<file path="src/rename_defines.svh">
// ======================================
// sizing macros for the rename stage
// RN_PHYS_REGS must be at least RN_ARCH_REGS
// RN_CP_SLOTS must be a power of two
// because the slot pointers wrap freely
// ======================================
`ifndef RENAME_DEFINES_SVH
`define RENAME_DEFINES_SVH

// architectural and physical register counts
`define RN_ARCH_REGS 8
`define RN_PHYS_REGS 16

// branch checkpoints held at once
`define RN_CP_SLOTS 4

// result buses that can mark a tag ready
`define RN_WB_PORTS 2

`endif

</file>
<file path="src/rename_ctrl_pkg.sv">
// ======================================
// checkpoint control types
// ======================================
`include "rename_defines.svh"

package rename_ctrl_pkg;
    typedef enum logic {
        CP_FREE = 1'b0,
        CP_HELD = 1'b1
    } cp_state_e;
    typedef logic [$clog2(`RN_CP_SLOTS)-1:0] cp_idx_t;
endpackage

</file>
<file path="src/rename_types_pkg.sv">
// ======================================
// register and tag types of the rename stage
// free pointers carry one extra wrap bit
// ======================================
`include "rename_defines.svh"

package rename_types_pkg;
    typedef logic [$clog2(`RN_ARCH_REGS)-1:0] arch_idx_t;
    typedef logic [$clog2(`RN_PHYS_REGS)-1:0] phys_tag_t;
    // one tag per architectural register, r0 in the low entry
    typedef phys_tag_t [`RN_ARCH_REGS-1:0] map_image_t;
    // index bits plus wrap bit
    typedef logic [$clog2(`RN_PHYS_REGS):0] fl_ptr_t;
endpackage

</file>
<file path="src/branch_recovery.sv">
`timescale 1ns/1ps
// ======================================
// branch resolution, oldest slot first
// a resolve with no held slot is ignored
// a mispredict releases every slot
// ======================================
`include "rename_defines.svh"

module branch_recovery (
    input  logic                                           clock,
    input  logic                                           reset,
    input  logic                                           resolve_valid_i,
    input  logic                                           mispredict_i,
    input  logic [`RN_CP_SLOTS-1:0]                        slot_held_i,
    input  rename_types_pkg::map_image_t [`RN_CP_SLOTS-1:0] slot_image_i,
    input  rename_types_pkg::fl_ptr_t [`RN_CP_SLOTS-1:0]    slot_head_i,
    output logic [`RN_CP_SLOTS-1:0]                        release_o,
    output logic                                           restore_valid_o,
    output rename_types_pkg::map_image_t                   restore_image_o,
    output rename_types_pkg::fl_ptr_t                      restore_head_o
);

    // oldest held slot, follows the allocation pointer around the ring
    rename_ctrl_pkg::cp_idx_t oldest_q;

    logic oldest_held;
    logic resolve_ok;
    logic resolve_bad;

    assign oldest_held = slot_held_i[oldest_q];
    assign resolve_ok  = resolve_valid_i & ~mispredict_i & oldest_held;
    assign resolve_bad = resolve_valid_i & mispredict_i & oldest_held;

    // release strobes
    always_comb begin
        for (int s = 0; s < `RN_CP_SLOTS; s++) begin
            release_o[s] = resolve_bad
                         | (resolve_ok & (oldest_q == rename_ctrl_pkg::cp_idx_t'(s)));
        end
    end

    // restore source is always the oldest slot
    assign restore_valid_o = resolve_bad;
    assign restore_image_o = slot_image_i[oldest_q];
    assign restore_head_o  = slot_head_i[oldest_q];

    always_ff @(posedge clock or posedge reset) begin
        if (reset) begin
            oldest_q <= '0;
        end else if (resolve_bad) begin
            // map table resets its allocation pointer in the same cycle
            oldest_q <= '0;
        end else if (resolve_ok) begin
            oldest_q <= oldest_q + 1'b1;
        end
    end

endmodule

</file>
<file path="src/checkpoint_slot.sv">
`timescale 1ns/1ps
// ======================================
// one branch checkpoint
// saved image and head are only meaningful
// while the slot is held
// ======================================

module checkpoint_slot (
    input  logic                         clock,
    input  logic                         reset,
    input  logic                         capture_i,
    input  logic                         release_i,
    input  rename_types_pkg::map_image_t image_i,
    input  rename_types_pkg::fl_ptr_t    head_i,
    output logic                         held_o,
    output rename_types_pkg::map_image_t image_o,
    output rename_types_pkg::fl_ptr_t    head_o
);

    rename_ctrl_pkg::cp_state_e   state_q;
    rename_types_pkg::map_image_t image_q;
    rename_types_pkg::fl_ptr_t    head_q;

    // held/free state
    always_ff @(posedge clock or posedge reset) begin
        if (reset) begin
            state_q <= rename_ctrl_pkg::CP_FREE;
        end else if (capture_i) begin
            state_q <= rename_ctrl_pkg::CP_HELD;
        end else if (release_i) begin
            state_q <= rename_ctrl_pkg::CP_FREE;
        end
    end

    // saved copy
    always_ff @(posedge clock) begin
        if (capture_i) begin
            image_q <= image_i;
            head_q  <= head_i;
        end
    end

    assign held_o  = (state_q == rename_ctrl_pkg::CP_HELD);
    assign image_o = image_q;
    assign head_o  = head_q;

endmodule

</file>
<file path="src/free_list.sv">
`timescale 1ns/1ps
// ======================================
// circular queue of free physical tags
// holds tags ARCH..PHYS-1 after reset
// no overflow check since at most PHYS-ARCH
// tags are ever free at once
// pop and restore never share a cycle
// ======================================
`include "rename_defines.svh"

module free_list (
    input  logic                        clock,
    input  logic                        reset,
    input  logic                        pop_i,
    input  logic                        push_i,
    input  rename_types_pkg::phys_tag_t push_tag_i,
    input  logic                        restore_i,
    input  rename_types_pkg::fl_ptr_t   restore_head_i,
    output rename_types_pkg::phys_tag_t head_tag_o,
    output rename_types_pkg::fl_ptr_t   head_ptr_o,
    output logic                        empty_o
);

    localparam int IDX_W = $clog2(`RN_PHYS_REGS);

    // tag storage, one slot per physical tag
    rename_types_pkg::phys_tag_t mem_q [`RN_PHYS_REGS];
    rename_types_pkg::fl_ptr_t   head_q;
    rename_types_pkg::fl_ptr_t   tail_q;

    // ========================================
    // read side
    // ========================================
    assign head_tag_o = mem_q[head_q[IDX_W-1:0]];
    assign head_ptr_o = head_q;
    // equal pointers with equal wrap bits means nothing left
    assign empty_o    = (head_q == tail_q);

    // ========================================
    // pointer and storage update
    // ========================================
    always_ff @(posedge clock or posedge reset) begin
        if (reset) begin
            // low half gets ARCH..PHYS-1, the rest is never read before a push
            for (int i = 0; i < `RN_PHYS_REGS; i++) begin
                mem_q[i] <= rename_types_pkg::phys_tag_t'(i + `RN_ARCH_REGS);
            end
            head_q <= '0;
            tail_q <= rename_types_pkg::fl_ptr_t'(`RN_PHYS_REGS - `RN_ARCH_REGS);
        end else begin
            // commit frees land at the tail in every cycle, restore included
            if (push_i) begin
                mem_q[tail_q[IDX_W-1:0]] <= push_tag_i;
                tail_q                   <= tail_q + 1'b1;
            end
            // wrong-path tags between the saved head and the current head
            // are still in the queue so moving the head back frees them
            if (restore_i) begin
                head_q <= restore_head_i;
            end else if (pop_i) begin
                head_q <= head_q + 1'b1;
            end
        end
    end

endmodule

</file>
<file path="src/map_table.sv">
`timescale 1ns/1ps
// ======================================
// register alias table, one rename per cycle
// ready state is kept per physical tag
// r0 is pinned to tag 0 and always ready
// branches take a checkpoint and no tag
// ======================================
`include "rename_defines.svh"

module map_table (
    input  logic                                           clock,
    input  logic                                           reset,
    input  logic                                           disp_valid_i,
    input  logic                                           disp_branch_i,
    input  rename_types_pkg::arch_idx_t                    disp_arch_i,
    input  rename_types_pkg::arch_idx_t                    rs1_arch_i,
    input  rename_types_pkg::arch_idx_t                    rs2_arch_i,
    input  logic [`RN_WB_PORTS-1:0]                        wb_valid_i,
    input  rename_types_pkg::phys_tag_t [`RN_WB_PORTS-1:0] wb_phys_i,
    input  rename_types_pkg::phys_tag_t                    fl_head_tag_i,
    input  logic                                           fl_empty_i,
    input  logic [`RN_CP_SLOTS-1:0]                        cp_held_i,
    input  logic                                           restore_valid_i,
    input  rename_types_pkg::map_image_t                   restore_image_i,
    output rename_types_pkg::phys_tag_t                    rs1_phys_o,
    output rename_types_pkg::phys_tag_t                    rs2_phys_o,
    output logic                                           rs1_ready_o,
    output logic                                           rs2_ready_o,
    output rename_types_pkg::phys_tag_t                    new_phys_o,
    output rename_types_pkg::phys_tag_t                    old_phys_o,
    output logic                                           stall_o,
    output logic                                           fl_pop_o,
    output logic [`RN_CP_SLOTS-1:0]                        cp_capture_o,
    output rename_ctrl_pkg::cp_idx_t                       branch_slot_o,
    output rename_types_pkg::map_image_t                   map_image_o
);

    rename_types_pkg::map_image_t table_q;
    logic [`RN_PHYS_REGS-1:0]     ready_q;
    // next checkpoint slot to fill
    rename_ctrl_pkg::cp_idx_t     alloc_ptr_q;

    logic [`RN_PHYS_REGS-1:0] wb_mask;
    logic [`RN_PHYS_REGS-1:0] ready_fwd;
    logic                     needs_tag;
    logic                     accept;

    // ========================================
    // writeback forwarding
    // ========================================
    always_comb begin
        wb_mask = '0;
        for (int w = 0; w < `RN_WB_PORTS; w++) begin
            if (wb_valid_i[w]) begin
                wb_mask[wb_phys_i[w]] = 1'b1;
            end
        end
    end

    // results arriving this cycle count as ready for lookup
    assign ready_fwd = ready_q | wb_mask;

    // source lookup
    assign rs1_phys_o  = (rs1_arch_i == '0) ? '0 : table_q[rs1_arch_i];
    assign rs2_phys_o  = (rs2_arch_i == '0) ? '0 : table_q[rs2_arch_i];
    assign rs1_ready_o = (rs1_arch_i == '0) | ready_fwd[rs1_phys_o];
    assign rs2_ready_o = (rs2_arch_i == '0) | ready_fwd[rs2_phys_o];

    // destination, old tag goes to the reorder buffer
    assign new_phys_o = fl_head_tag_i;
    assign old_phys_o = table_q[disp_arch_i];

    // ========================================
    // stall and dispatch accept
    // ========================================
    assign needs_tag = disp_valid_i & ~disp_branch_i & (disp_arch_i != '0);

    // empty free list, full checkpoint ring, or a restore in progress
    assign stall_o = restore_valid_i
                   | (needs_tag & fl_empty_i)
                   | (disp_valid_i & disp_branch_i & cp_held_i[alloc_ptr_q]);

    assign accept   = disp_valid_i & ~stall_o;
    assign fl_pop_o = accept & needs_tag;

    // one-hot capture into the allocation slot
    always_comb begin
        for (int s = 0; s < `RN_CP_SLOTS; s++) begin
            cp_capture_o[s] = accept & disp_branch_i
                            & (alloc_ptr_q == rename_ctrl_pkg::cp_idx_t'(s));
        end
    end

    assign branch_slot_o = alloc_ptr_q;
    // a branch renames nothing so the live table is the checkpoint
    assign map_image_o   = table_q;

    // ========================================
    // table, ready vector and slot pointer
    // ========================================
    always_ff @(posedge clock or posedge reset) begin
        if (reset) begin
            // identity map
            for (int a = 0; a < `RN_ARCH_REGS; a++) begin
                table_q[a] <= rename_types_pkg::phys_tag_t'(a);
            end
            ready_q     <= '1;
            alloc_ptr_q <= '0;
        end else begin
            if (restore_valid_i) begin
                // every slot is released together with the restore
                table_q     <= restore_image_i;
                alloc_ptr_q <= '0;
            end else begin
                if (fl_pop_o) begin
                    table_q[disp_arch_i] <= fl_head_tag_i;
                end
                if (accept && disp_branch_i) begin
                    alloc_ptr_q <= alloc_ptr_q + 1'b1;
                end
            end
            ready_q <= ready_q | wb_mask;
            // the later clear wins when a writeback hits the tag being handed out
            if (fl_pop_o) begin
                ready_q[fl_head_tag_i] <= 1'b0;
            end
        end
    end

endmodule

</file>
<file path="src/rename_unit.sv">
`timescale 1ns/1ps
// ======================================
// rename stage top level
// all commands are single-cycle strobes
// a stalled dispatch must be held by the source
// ======================================
`include "rename_defines.svh"

module rename_unit (
    input  logic                                           clock,
    input  logic                                           reset,
    input  logic                                           disp_valid_i,
    input  logic                                           disp_branch_i,
    input  rename_types_pkg::arch_idx_t                    disp_arch_i,
    input  rename_types_pkg::arch_idx_t                    rs1_arch_i,
    input  rename_types_pkg::arch_idx_t                    rs2_arch_i,
    input  logic [`RN_WB_PORTS-1:0]                        wb_valid_i,
    input  rename_types_pkg::phys_tag_t [`RN_WB_PORTS-1:0] wb_phys_i,
    input  logic                                           commit_valid_i,
    input  rename_types_pkg::phys_tag_t                    commit_free_phys_i,
    input  logic                                           resolve_valid_i,
    input  logic                                           mispredict_i,
    output rename_types_pkg::phys_tag_t                    rs1_phys_o,
    output rename_types_pkg::phys_tag_t                    rs2_phys_o,
    output logic                                           rs1_ready_o,
    output logic                                           rs2_ready_o,
    output rename_types_pkg::phys_tag_t                    new_phys_o,
    output rename_types_pkg::phys_tag_t                    old_phys_o,
    output logic                                           stall_o,
    output rename_ctrl_pkg::cp_idx_t                       branch_slot_o
);

    // free list
    logic                         fl_pop;
    logic                         fl_empty;
    rename_types_pkg::phys_tag_t  fl_head_tag;
    rename_types_pkg::fl_ptr_t    fl_head_ptr;

    // checkpoint fill and drain
    logic [`RN_CP_SLOTS-1:0]                        cp_capture;
    logic [`RN_CP_SLOTS-1:0]                        cp_release;
    logic [`RN_CP_SLOTS-1:0]                        cp_held;
    rename_types_pkg::map_image_t [`RN_CP_SLOTS-1:0] slot_image;
    rename_types_pkg::fl_ptr_t [`RN_CP_SLOTS-1:0]    slot_head;
    rename_types_pkg::map_image_t                   map_image;

    // restore path
    logic                         restore_valid;
    rename_types_pkg::map_image_t restore_image;
    rename_types_pkg::fl_ptr_t    restore_head;

    free_list u_free_list (
        .clock          (clock),
        .reset          (reset),
        .pop_i          (fl_pop),
        .push_i         (commit_valid_i),
        .push_tag_i     (commit_free_phys_i),
        .restore_i      (restore_valid),
        .restore_head_i (restore_head),
        .head_tag_o     (fl_head_tag),
        .head_ptr_o     (fl_head_ptr),
        .empty_o        (fl_empty)
    );

    map_table u_map_table (
        .clock           (clock),
        .reset           (reset),
        .disp_valid_i    (disp_valid_i),
        .disp_branch_i   (disp_branch_i),
        .disp_arch_i     (disp_arch_i),
        .rs1_arch_i      (rs1_arch_i),
        .rs2_arch_i      (rs2_arch_i),
        .wb_valid_i      (wb_valid_i),
        .wb_phys_i       (wb_phys_i),
        .fl_head_tag_i   (fl_head_tag),
        .fl_empty_i      (fl_empty),
        .cp_held_i       (cp_held),
        .restore_valid_i (restore_valid),
        .restore_image_i (restore_image),
        .rs1_phys_o      (rs1_phys_o),
        .rs2_phys_o      (rs2_phys_o),
        .rs1_ready_o     (rs1_ready_o),
        .rs2_ready_o     (rs2_ready_o),
        .new_phys_o      (new_phys_o),
        .old_phys_o      (old_phys_o),
        .stall_o         (stall_o),
        .fl_pop_o        (fl_pop),
        .cp_capture_o    (cp_capture),
        .branch_slot_o   (branch_slot_o),
        .map_image_o     (map_image)
    );

    // every slot sees the live table and free head, capture picks one
    for (genvar s = 0; s < `RN_CP_SLOTS; s++) begin : g_slot
        checkpoint_slot u_slot (
            .clock     (clock),
            .reset     (reset),
            .capture_i (cp_capture[s]),
            .release_i (cp_release[s]),
            .image_i   (map_image),
            .head_i    (fl_head_ptr),
            .held_o    (cp_held[s]),
            .image_o   (slot_image[s]),
            .head_o    (slot_head[s])
        );
    end

    branch_recovery u_recovery (
        .clock           (clock),
        .reset           (reset),
        .resolve_valid_i (resolve_valid_i),
        .mispredict_i    (mispredict_i),
        .slot_held_i     (cp_held),
        .slot_image_i    (slot_image),
        .slot_head_i     (slot_head),
        .release_o       (cp_release),
        .restore_valid_o (restore_valid),
        .restore_image_o (restore_image),
        .restore_head_o  (restore_head)
    );

endmodule

</file>
<file path="config.mk">
export PLATFORM = sky130hd
export DESIGN_NAME = rename_unit
export DESIGN_NICKNAME = d
export VERILOG_FILES = /design/src/rename_ctrl_pkg.sv /design/src/rename_types_pkg.sv /design/src/branch_recovery.sv /design/src/checkpoint_slot.sv /design/src/free_list.sv /design/src/map_table.sv /design/src/rename_unit.sv
export VERILOG_INCLUDE_DIRS = /design/src
export SDC_FILE = /design/constraint.sdc
export NUM_CORES = 1
export LEC_CHECK = 0
export BUFFER_PORTS_ARGS = -buffer_cell sky130_fd_sc_hd__buf_4
export CORE_ASPECT_RATIO = 1.1
export CORE_MARGIN = 3
export CORE_UTILIZATION = 40
export CTS_BUF_LIST = sky130_fd_sc_hd__clkbuf_4 sky130_fd_sc_hd__clkbuf_8 sky130_fd_sc_hd__clkbuf_16
export DETAILED_ROUTE_END_ITERATION = 7
export RECOVER_POWER = 100
export SYNTH_ARGS = -nofsm -noshare
export SYNTH_HDL_FRONTEND = slang
export SYNTH_SLANG_ARGS = --single-unit
export TNS_END_PERCENT = 5
</file>
<file path="constraint.sdc">
create_clock -name clock -period 8.5 [get_ports clock]
set_input_delay 0 -clock clock [delete_from_list [all_inputs] [get_ports clock]]
set_output_delay 0 -clock clock [all_outputs]
set_load 0.02 [all_outputs]
</file>
# After elaboration in Yosys (flattened, before gate mapping)
# Index checks and enable logic that the tools add are counted.
[word_totals] reg_bits=278 latch_bits=0 mem_bits_rw=0 romBits=0 input_bits=30 out_inout_bits=21 elab_cells=206 memories=0
[classes] add_sub_neg=4 mul=0 div=0 order_cmp=17 eq_ne=7 n_shift=0 muxes=54 bitwise_logic=37 n_reduce_logical=18
[op_table] op="2-to-1 mux 32 bit" count=3
[op_table] op="binary-select mux 32 bit (select 2 bit)" count=1
[op_table] op="bitwise mux 64 bit" count=1
[op_table] op="2-to-1 mux 16 bit" count=3
[op_table] op="binary-select mux 4 bit (select 3 bit)" count=3
[op_table] op="2-to-1 mux 4 bit" count=9
[op_table] op="bitwise mux 32 bit" count=1
[op_table] op="OR 16 bit" count=2
[op_table] op="< comparator 4 x 5 -> 1 bit (second input constant)" count=5
[op_table] op="AND 1 bit" count=20
[op_table] op="AND 16 bit" count=1
[op_table] op="binary-select mux 4 bit (select 4 bit)" count=1
[op_table] op="demux 4 bit (select 4 bit)" count=1
[op_table] op="NOT 16 bit" count=1
[op_table] op="2-to-1 mux 1 bit" count=15
[op_table] op="2-to-1 mux 5 bit" count=3
[op_table] op="nonzero test 2 bit" count=7
[op_table] op="demux 1 bit (select 4 bit)" count=3
[op_table] op="demux 4 bit (select 3 bit)" count=1
[op_table] op=">= comparator 4 x 1 -> 1 bit (second input constant)" count=3
[op_table] op="< comparator 3 x 4 -> 1 bit (second input constant)" count=3
[op_table] op="adder 5 x 1 -> 5 bit (second input constant)" count=2
[op_table] op="binary-select mux 5 bit (select 2 bit)" count=1
[op_table] op=">= comparator 5 bit (second input constant)" count=2
[op_table] op="other kinds (17)" count=45

# Depth between registers and ports, before layout
[logic_depth] word_depth=11 depth_mapped=9

# Modules after synthesis
# From an unflattened synthesis, not the netlist that was laid out.
[hier_totals] hier_cells=842 hier_area_um2=13105.1
[by_module_without_submodules] module="checkpoint_slot" instances=4 cells_each=41 area_each_um2=1151.1 seq_area_each_um2=1136.1
[by_module_without_submodules] module="map_table" instances=1 cells_each=366 area_each_um2=3759.9 seq_area_each_um2=1286.2
[by_module_without_submodules] module="free_list" instances=1 cells_each=243 area_each_um2=3603.5 seq_area_each_um2=1893.1
[by_module_without_submodules] module="branch_recovery" instances=1 cells_each=69 area_each_um2=1137.3 seq_area_each_um2=50.0

# Least setup slack after synthesis
# OpenSTA, ideal clock, no wires.
[synth_timing] path_kind="flip-flop to output port" from="register u_free_list.head_q[0] (netlist: u_free_list.head_ptr_o[0])" to="output port new_phys_o[2]" t_arrival_ps=2644 slack_ps=5856 stages_incl_launch_ff=7 n_path_buf=2 path_cell_list="dfrtp_1 > buf_2 > buf_1 > mux4_2 > mux2_2 > a21oi_1 > inv_1"
[synth_via] elab_chain_cells=4
[synth_rtl] item="start: declaration" line="free_list.sv:28" rtl="rename_types_pkg::fl_ptr_t head_q;"
[synth_rtl] item="start signal: assignment" line="free_list.sv:59" rtl="head_q <= restore_head_i;"
[synth_rtl] item="start signal: assignment" line="free_list.sv:61" rtl="head_q <= head_q + 1'b1;"
[synth_rtl] item="NOT 4 -> 5 bit (implied by the code)" line="free_list.sv:34" rtl="assign head_tag_o = mem_q[head_q[IDX_W-1:0]];"
[synth_rtl] item="binary-select mux 4 bit (select 4 bit)" line="free_list.sv:34"
[synth_rtl] item="2-to-1 mux 4 bit (implied by the code) (2 in a row)" line="free_list.sv:34"
[synth_rtl] item="end: declaration" line="rename_unit.sv:27" rtl="output rename_types_pkg::phys_tag_t new_phys_o,"
# Every way passes these cells. The select of a mux whose other input is x is not followed.

==> impl_metrics.json <==
{
  "worst-setup-path-type": "reg -> reg",
  "largest_family_of_logic_cells_by_synthesized_area": "multiplexers",
  "fin_setup_tns_ns": 0,
  "clock_sink_count": 278,
  "reg2reg_depth": 9,
  "hold_viol_final": 0,
  "finalWirelength_mm": 29.0,
  "vdd_drop_max_v": 0.000168,
  "viasPerCell": 5.55,
  "synthAdderAreaFrac": 0.0127,
  "first_pass_iters": 5,
  "min_to": "u_map_table.ready_q[14]$_DFF_PP1_",
  "syn_nets": 881,
  "finish.utilization": 0.476,
  "hp-start": "wb_phys_i[7]",
  "cell_area_after_technology_mapping_um2": 12800,
  "dp_hpwl_mm": 18.4,
  "setup.worst_path.start_class": "register",
  "clock.fmax_mhz": 193,
  "via_count_of_the_first_global_routing_pass": 7922,
  "final_setup_skew_ns": 0.0385,
  "antenna_diode_count": 0,
  "grt_first_pass_wirelength_mm": 45.7,
  "floorplan.die.height_um": 193,
  "final_worst_setup_slack_ns": 3.33,
  "avgSynthCellArea_um2": 15.2,
  "synth.area.mux_share": 0.220,
  "largest_net_degree_at_the_start_of_global_routing": 77,
  "synth_largest_type_area_fraction": 0.348,
  "worstSkewPairLatency_ns": 0.58,
  "timing.max_slew.rel_slack": -1.34,
  "die-area_um2": 34100,
  "edff_count_synth": 148,
  "maxSlewViolCount": 205,
  "initial_utilization": 0.412,
  "finalCriticalPeriod_ns": 5.17,
  "synth-warning-count": 0,
  "setup_viol": 0,
  "postSynthCellCount": 838,
  "power.total_mw": 5.53,
  "synthXorXnorAreaFrac": 0.00824,
  "place_ws_ns": 4.19,
  "regToRegSetupSlack_ns": 3.33,
  "synth-async-reset-ratio": 0.468,
  "postCtsSetupBuffers": 0,
  "cp_max_fo": 46,
  "holdPathStages": 4,
  "power.leakage_nw": 5.49,
  "boundaryPins": 51,
  "htree_levels": 1,
  "synth-seq-cells": 278,
  "status": "finished with violations",
  "synth_simple_gate_area_share": 0.0694,
  "timing.final.crit_share": 0.608,
  "clockRootBuffer": "sky130_fd_sc_hd__clkbuf_16",
  "post-synth-top-area-cell": "sky130_fd_sc_hd__edfxtp_1",
  "nets": 950,
  "cts_repair_resize_count": 0,
  "placed_area_um2": 13600,
  "cell_types_occupying_the_most_area_after_synthesis": "sky130_fd_sc_hd__edfxtp_1, sky130_fd_sc_hd__dfrtp_1, sky130_fd_sc_hd__mux4_2, sky130_fd_sc_hd__dfstp_2, sky130_fd_sc_hd__mux2_2",
  "worst_hold_path_type": "in -> reg",
  "final_design_area_no_fill_um2": 14700,
  "detailroute.via_count": 7471,
  "cellPowerDensity_nw_per_um2": 375,
  "wire_per_inst_um": 21.6,
  "num-fill-cells": 2738,
  "antenna_found_initial": 0,
  "post_synth_num_cell_types": 52,
  "transition_time_of_the_tightest_slew_check_pin_ns": 3.49,
  "r2r-start": "u_recovery.oldest_q[0]$_DFFE_PP0P_",
  "reg2reg_to": "u_map_table.map_image_o[8]$_DFFE_PP0P_",
  "max-clock-path-buffers": 3,
  "synth_compound_gate_area_share": 0.0629,
  "yosysMostFrequentCell": "sky130_fd_sc_hd__edfxtp_1",
  "drive_above_1_share": 0.319,
  "violations": "max-capacitance violations, max-slew violations",
  "tritoncts": "done",
  "timing.critical_path.to_type": "register",
  "cts.clk_slew.worst_paths_ns": 0.06,
  "drc_errors": 0,
  "area_grow_syn2layout_pct": 15.5,
  "placement_rows": 67,
  "drtIter0Drc": 454,
  "ys_seq_area_frac": 0.609,
  "rsz_0062_raised_after_global_routing": "no",
  "ys_dominant_reg_cell": "sky130_fd_sc_hd__edfxtp_1",
  "timing.critical_path.arrival_ns": 5.63,
  "die_x_um": 176,
  "buffer_ports.inserted": 50,
  "worstPathRequired_ns": 8.96,
  "gp_congestion": 0.803,
  "max_cap_viol_count": 4,
  "cts-buffers-inserted": 30,
  "globalRouteTotalUtil": 0.170,
  "overflow": 0,
  "floorplan.core_area_um2": 30900,
  "route.antenna.remaining_nets": 0,
  "hold_buffers": 18,
  "synth_commonest_cells": "sky130_fd_sc_hd__edfxtp_1, sky130_fd_sc_hd__nand2_1, sky130_fd_sc_hd__mux2_2, sky130_fd_sc_hd__mux4_2, sky130_fd_sc_hd__dfrtp_1"
}
==> stage by stage <==
step                      hold slack (ns)  std cells
final                              0.0327       1345
after global routing               0.0596       1345
after CTS                         0.00172       1345
after detailed placement            0.189       1271
after global placement              0.187       1271
after floorplan                     0.150        838
==> report_power, final <==
group / internal [mW] / leakage (nW) / switching [mW]
clock network: 0.868 / 0.543 / 0.550
registers: 1.97 / 2.85 / 0.326
logic: 0.835 / 2.10 / 0.976
==> sequential cells by signal, summed over array words and instances, names as in the netlist <==
signal                     flops
u_free_list.head_ptr_o         5
u_free_list.mem_q             64
g_slot.u_slot.image_o        128
u_map_table.branch_slot_o      2
g_slot.u_slot.held_o           4
g_slot.u_slot.head_o          20
u_map_table.map_image_o       32
u_free_list.tail_q             5
u_recovery.oldest_q            2
u_map_table.ready_q           16
==> worst max-delay path, stage by stage (launching register included) <==
cell and delay [ns]:
sky130_fd_sc_hd__dfrtp_2 0.33, sky130_fd_sc_hd__buf_4 0.64, sky130_fd_sc_hd__mux4_2 0.59, sky130_fd_sc_hd__and3_1 0.80
sky130_fd_sc_hd__a2111oi_0 0.67, sky130_fd_sc_hd__clkbuf_1 0.68, sky130_fd_sc_hd__nand2_1 0.25, sky130_fd_sc_hd__or3_1 0.45
sky130_fd_sc_hd__and2_0 0.26, sky130_fd_sc_hd__a221o_1 0.36
==> routing by layer <==
| metal | global-route usage | routed length [um] | vias to the layer above |
|---|---|---|---|
| met3 | 0.0271 | 1230 | 35 |
| met1 | 0.228 | 12500 | 3891 |
| met4 | 0.0352 | 449 | 0 |
| met2 | 0.294 | 14800 | 161 |
| met5 | 0 | 0 | - |
| li1 | - | - | 3384 |
==> final cells by class <==
type / count / area, um^2 / share of cell area
Timing Repair Buffer: 78 / 541 / 0.0367
Clock inverter: 20 / 299 / 0.0203
Sequential cell: 278 / 7780 / 0.528
Clock buffer: 36 / 808 / 0.0549
Inverter: 15 / 57.6 / 0.00391
Multi-Input combinational cell: 504 / 4730 / 0.321
Tap cell: 414 / 518 / 0.0352
==> logic make-up (layout without fill, tap and decap cells) <==
| family | count (synthesis) | after routing |
|---|---|---|
| flip-flops | 278 | 278 |
| AND/OR/NAND/NOR | 188 | 188 |
| multiplexers | 180 | 180 |
| AO/OA/AOI/OAI | 111 | 111 |
| buffers and inverters | 56 | 149 |
| adder cells (fa/ha/maj) | 13 | 13 |
| XOR/XNOR | 12 | 12 |
==> worst max-delay path by stage <==
stage,cells past startpoint,endpoint,slack (ns),startpoint
2_1_floorplan,6,g_slot[1].u_slot.head_o[0]$_DFFE_PP_,5.09,u_recovery.oldest_q[0]$_DFFE_PP0P_
3_3_place_gp,5,g_slot[0].u_slot.image_o[19]$_DFFE_PP_,4.32,u_recovery.oldest_q[0]$_DFFE_PP0P_
5_1_grt,4,u_map_table.map_image_o[17]$_DFFE_PP0P_,2.54,reset
6_report,9,u_map_table.map_image_o[8]$_DFFE_PP0P_,3.33,u_recovery.oldest_q[0]$_DFFE_PP0P_
4_1_cts,5,g_slot[0].u_slot.image_o[29]$_DFFE_PP_,4.17,u_recovery.oldest_q[0]$_DFFE_PP0P_
3_5_place_dp,5,g_slot[0].u_slot.image_o[16]$_DFFE_PP_,4.19,u_recovery.oldest_q[0]$_DFFE_PP0P_
==> layout by cell type (no fill, tap or decap), drive strengths merged, types with 4 or more instances in the layout <==
cell and count:
a21o 10, a21oi 26, a221o 8, a221oi 12, a22o 4, a22oi 7, a311oi 4, and2 15
and3 4, buf 35, bufinv 6, clkbuf 61, clkinv 11, dfrtp 69, dfstp 61, dlygate4sd3 18
edfxtp 148, ha 13, inv 15, mux2 74, mux2i 33, mux4 73, nand2 79, nand3 7
nand3b 5, nand4 4, nor2 45, nor2b 8, nor3 6, nor3b 6, o211ai 13, o21ai 16
xnor2 5, xor2 7
Power figures use the tool's default switching activity.
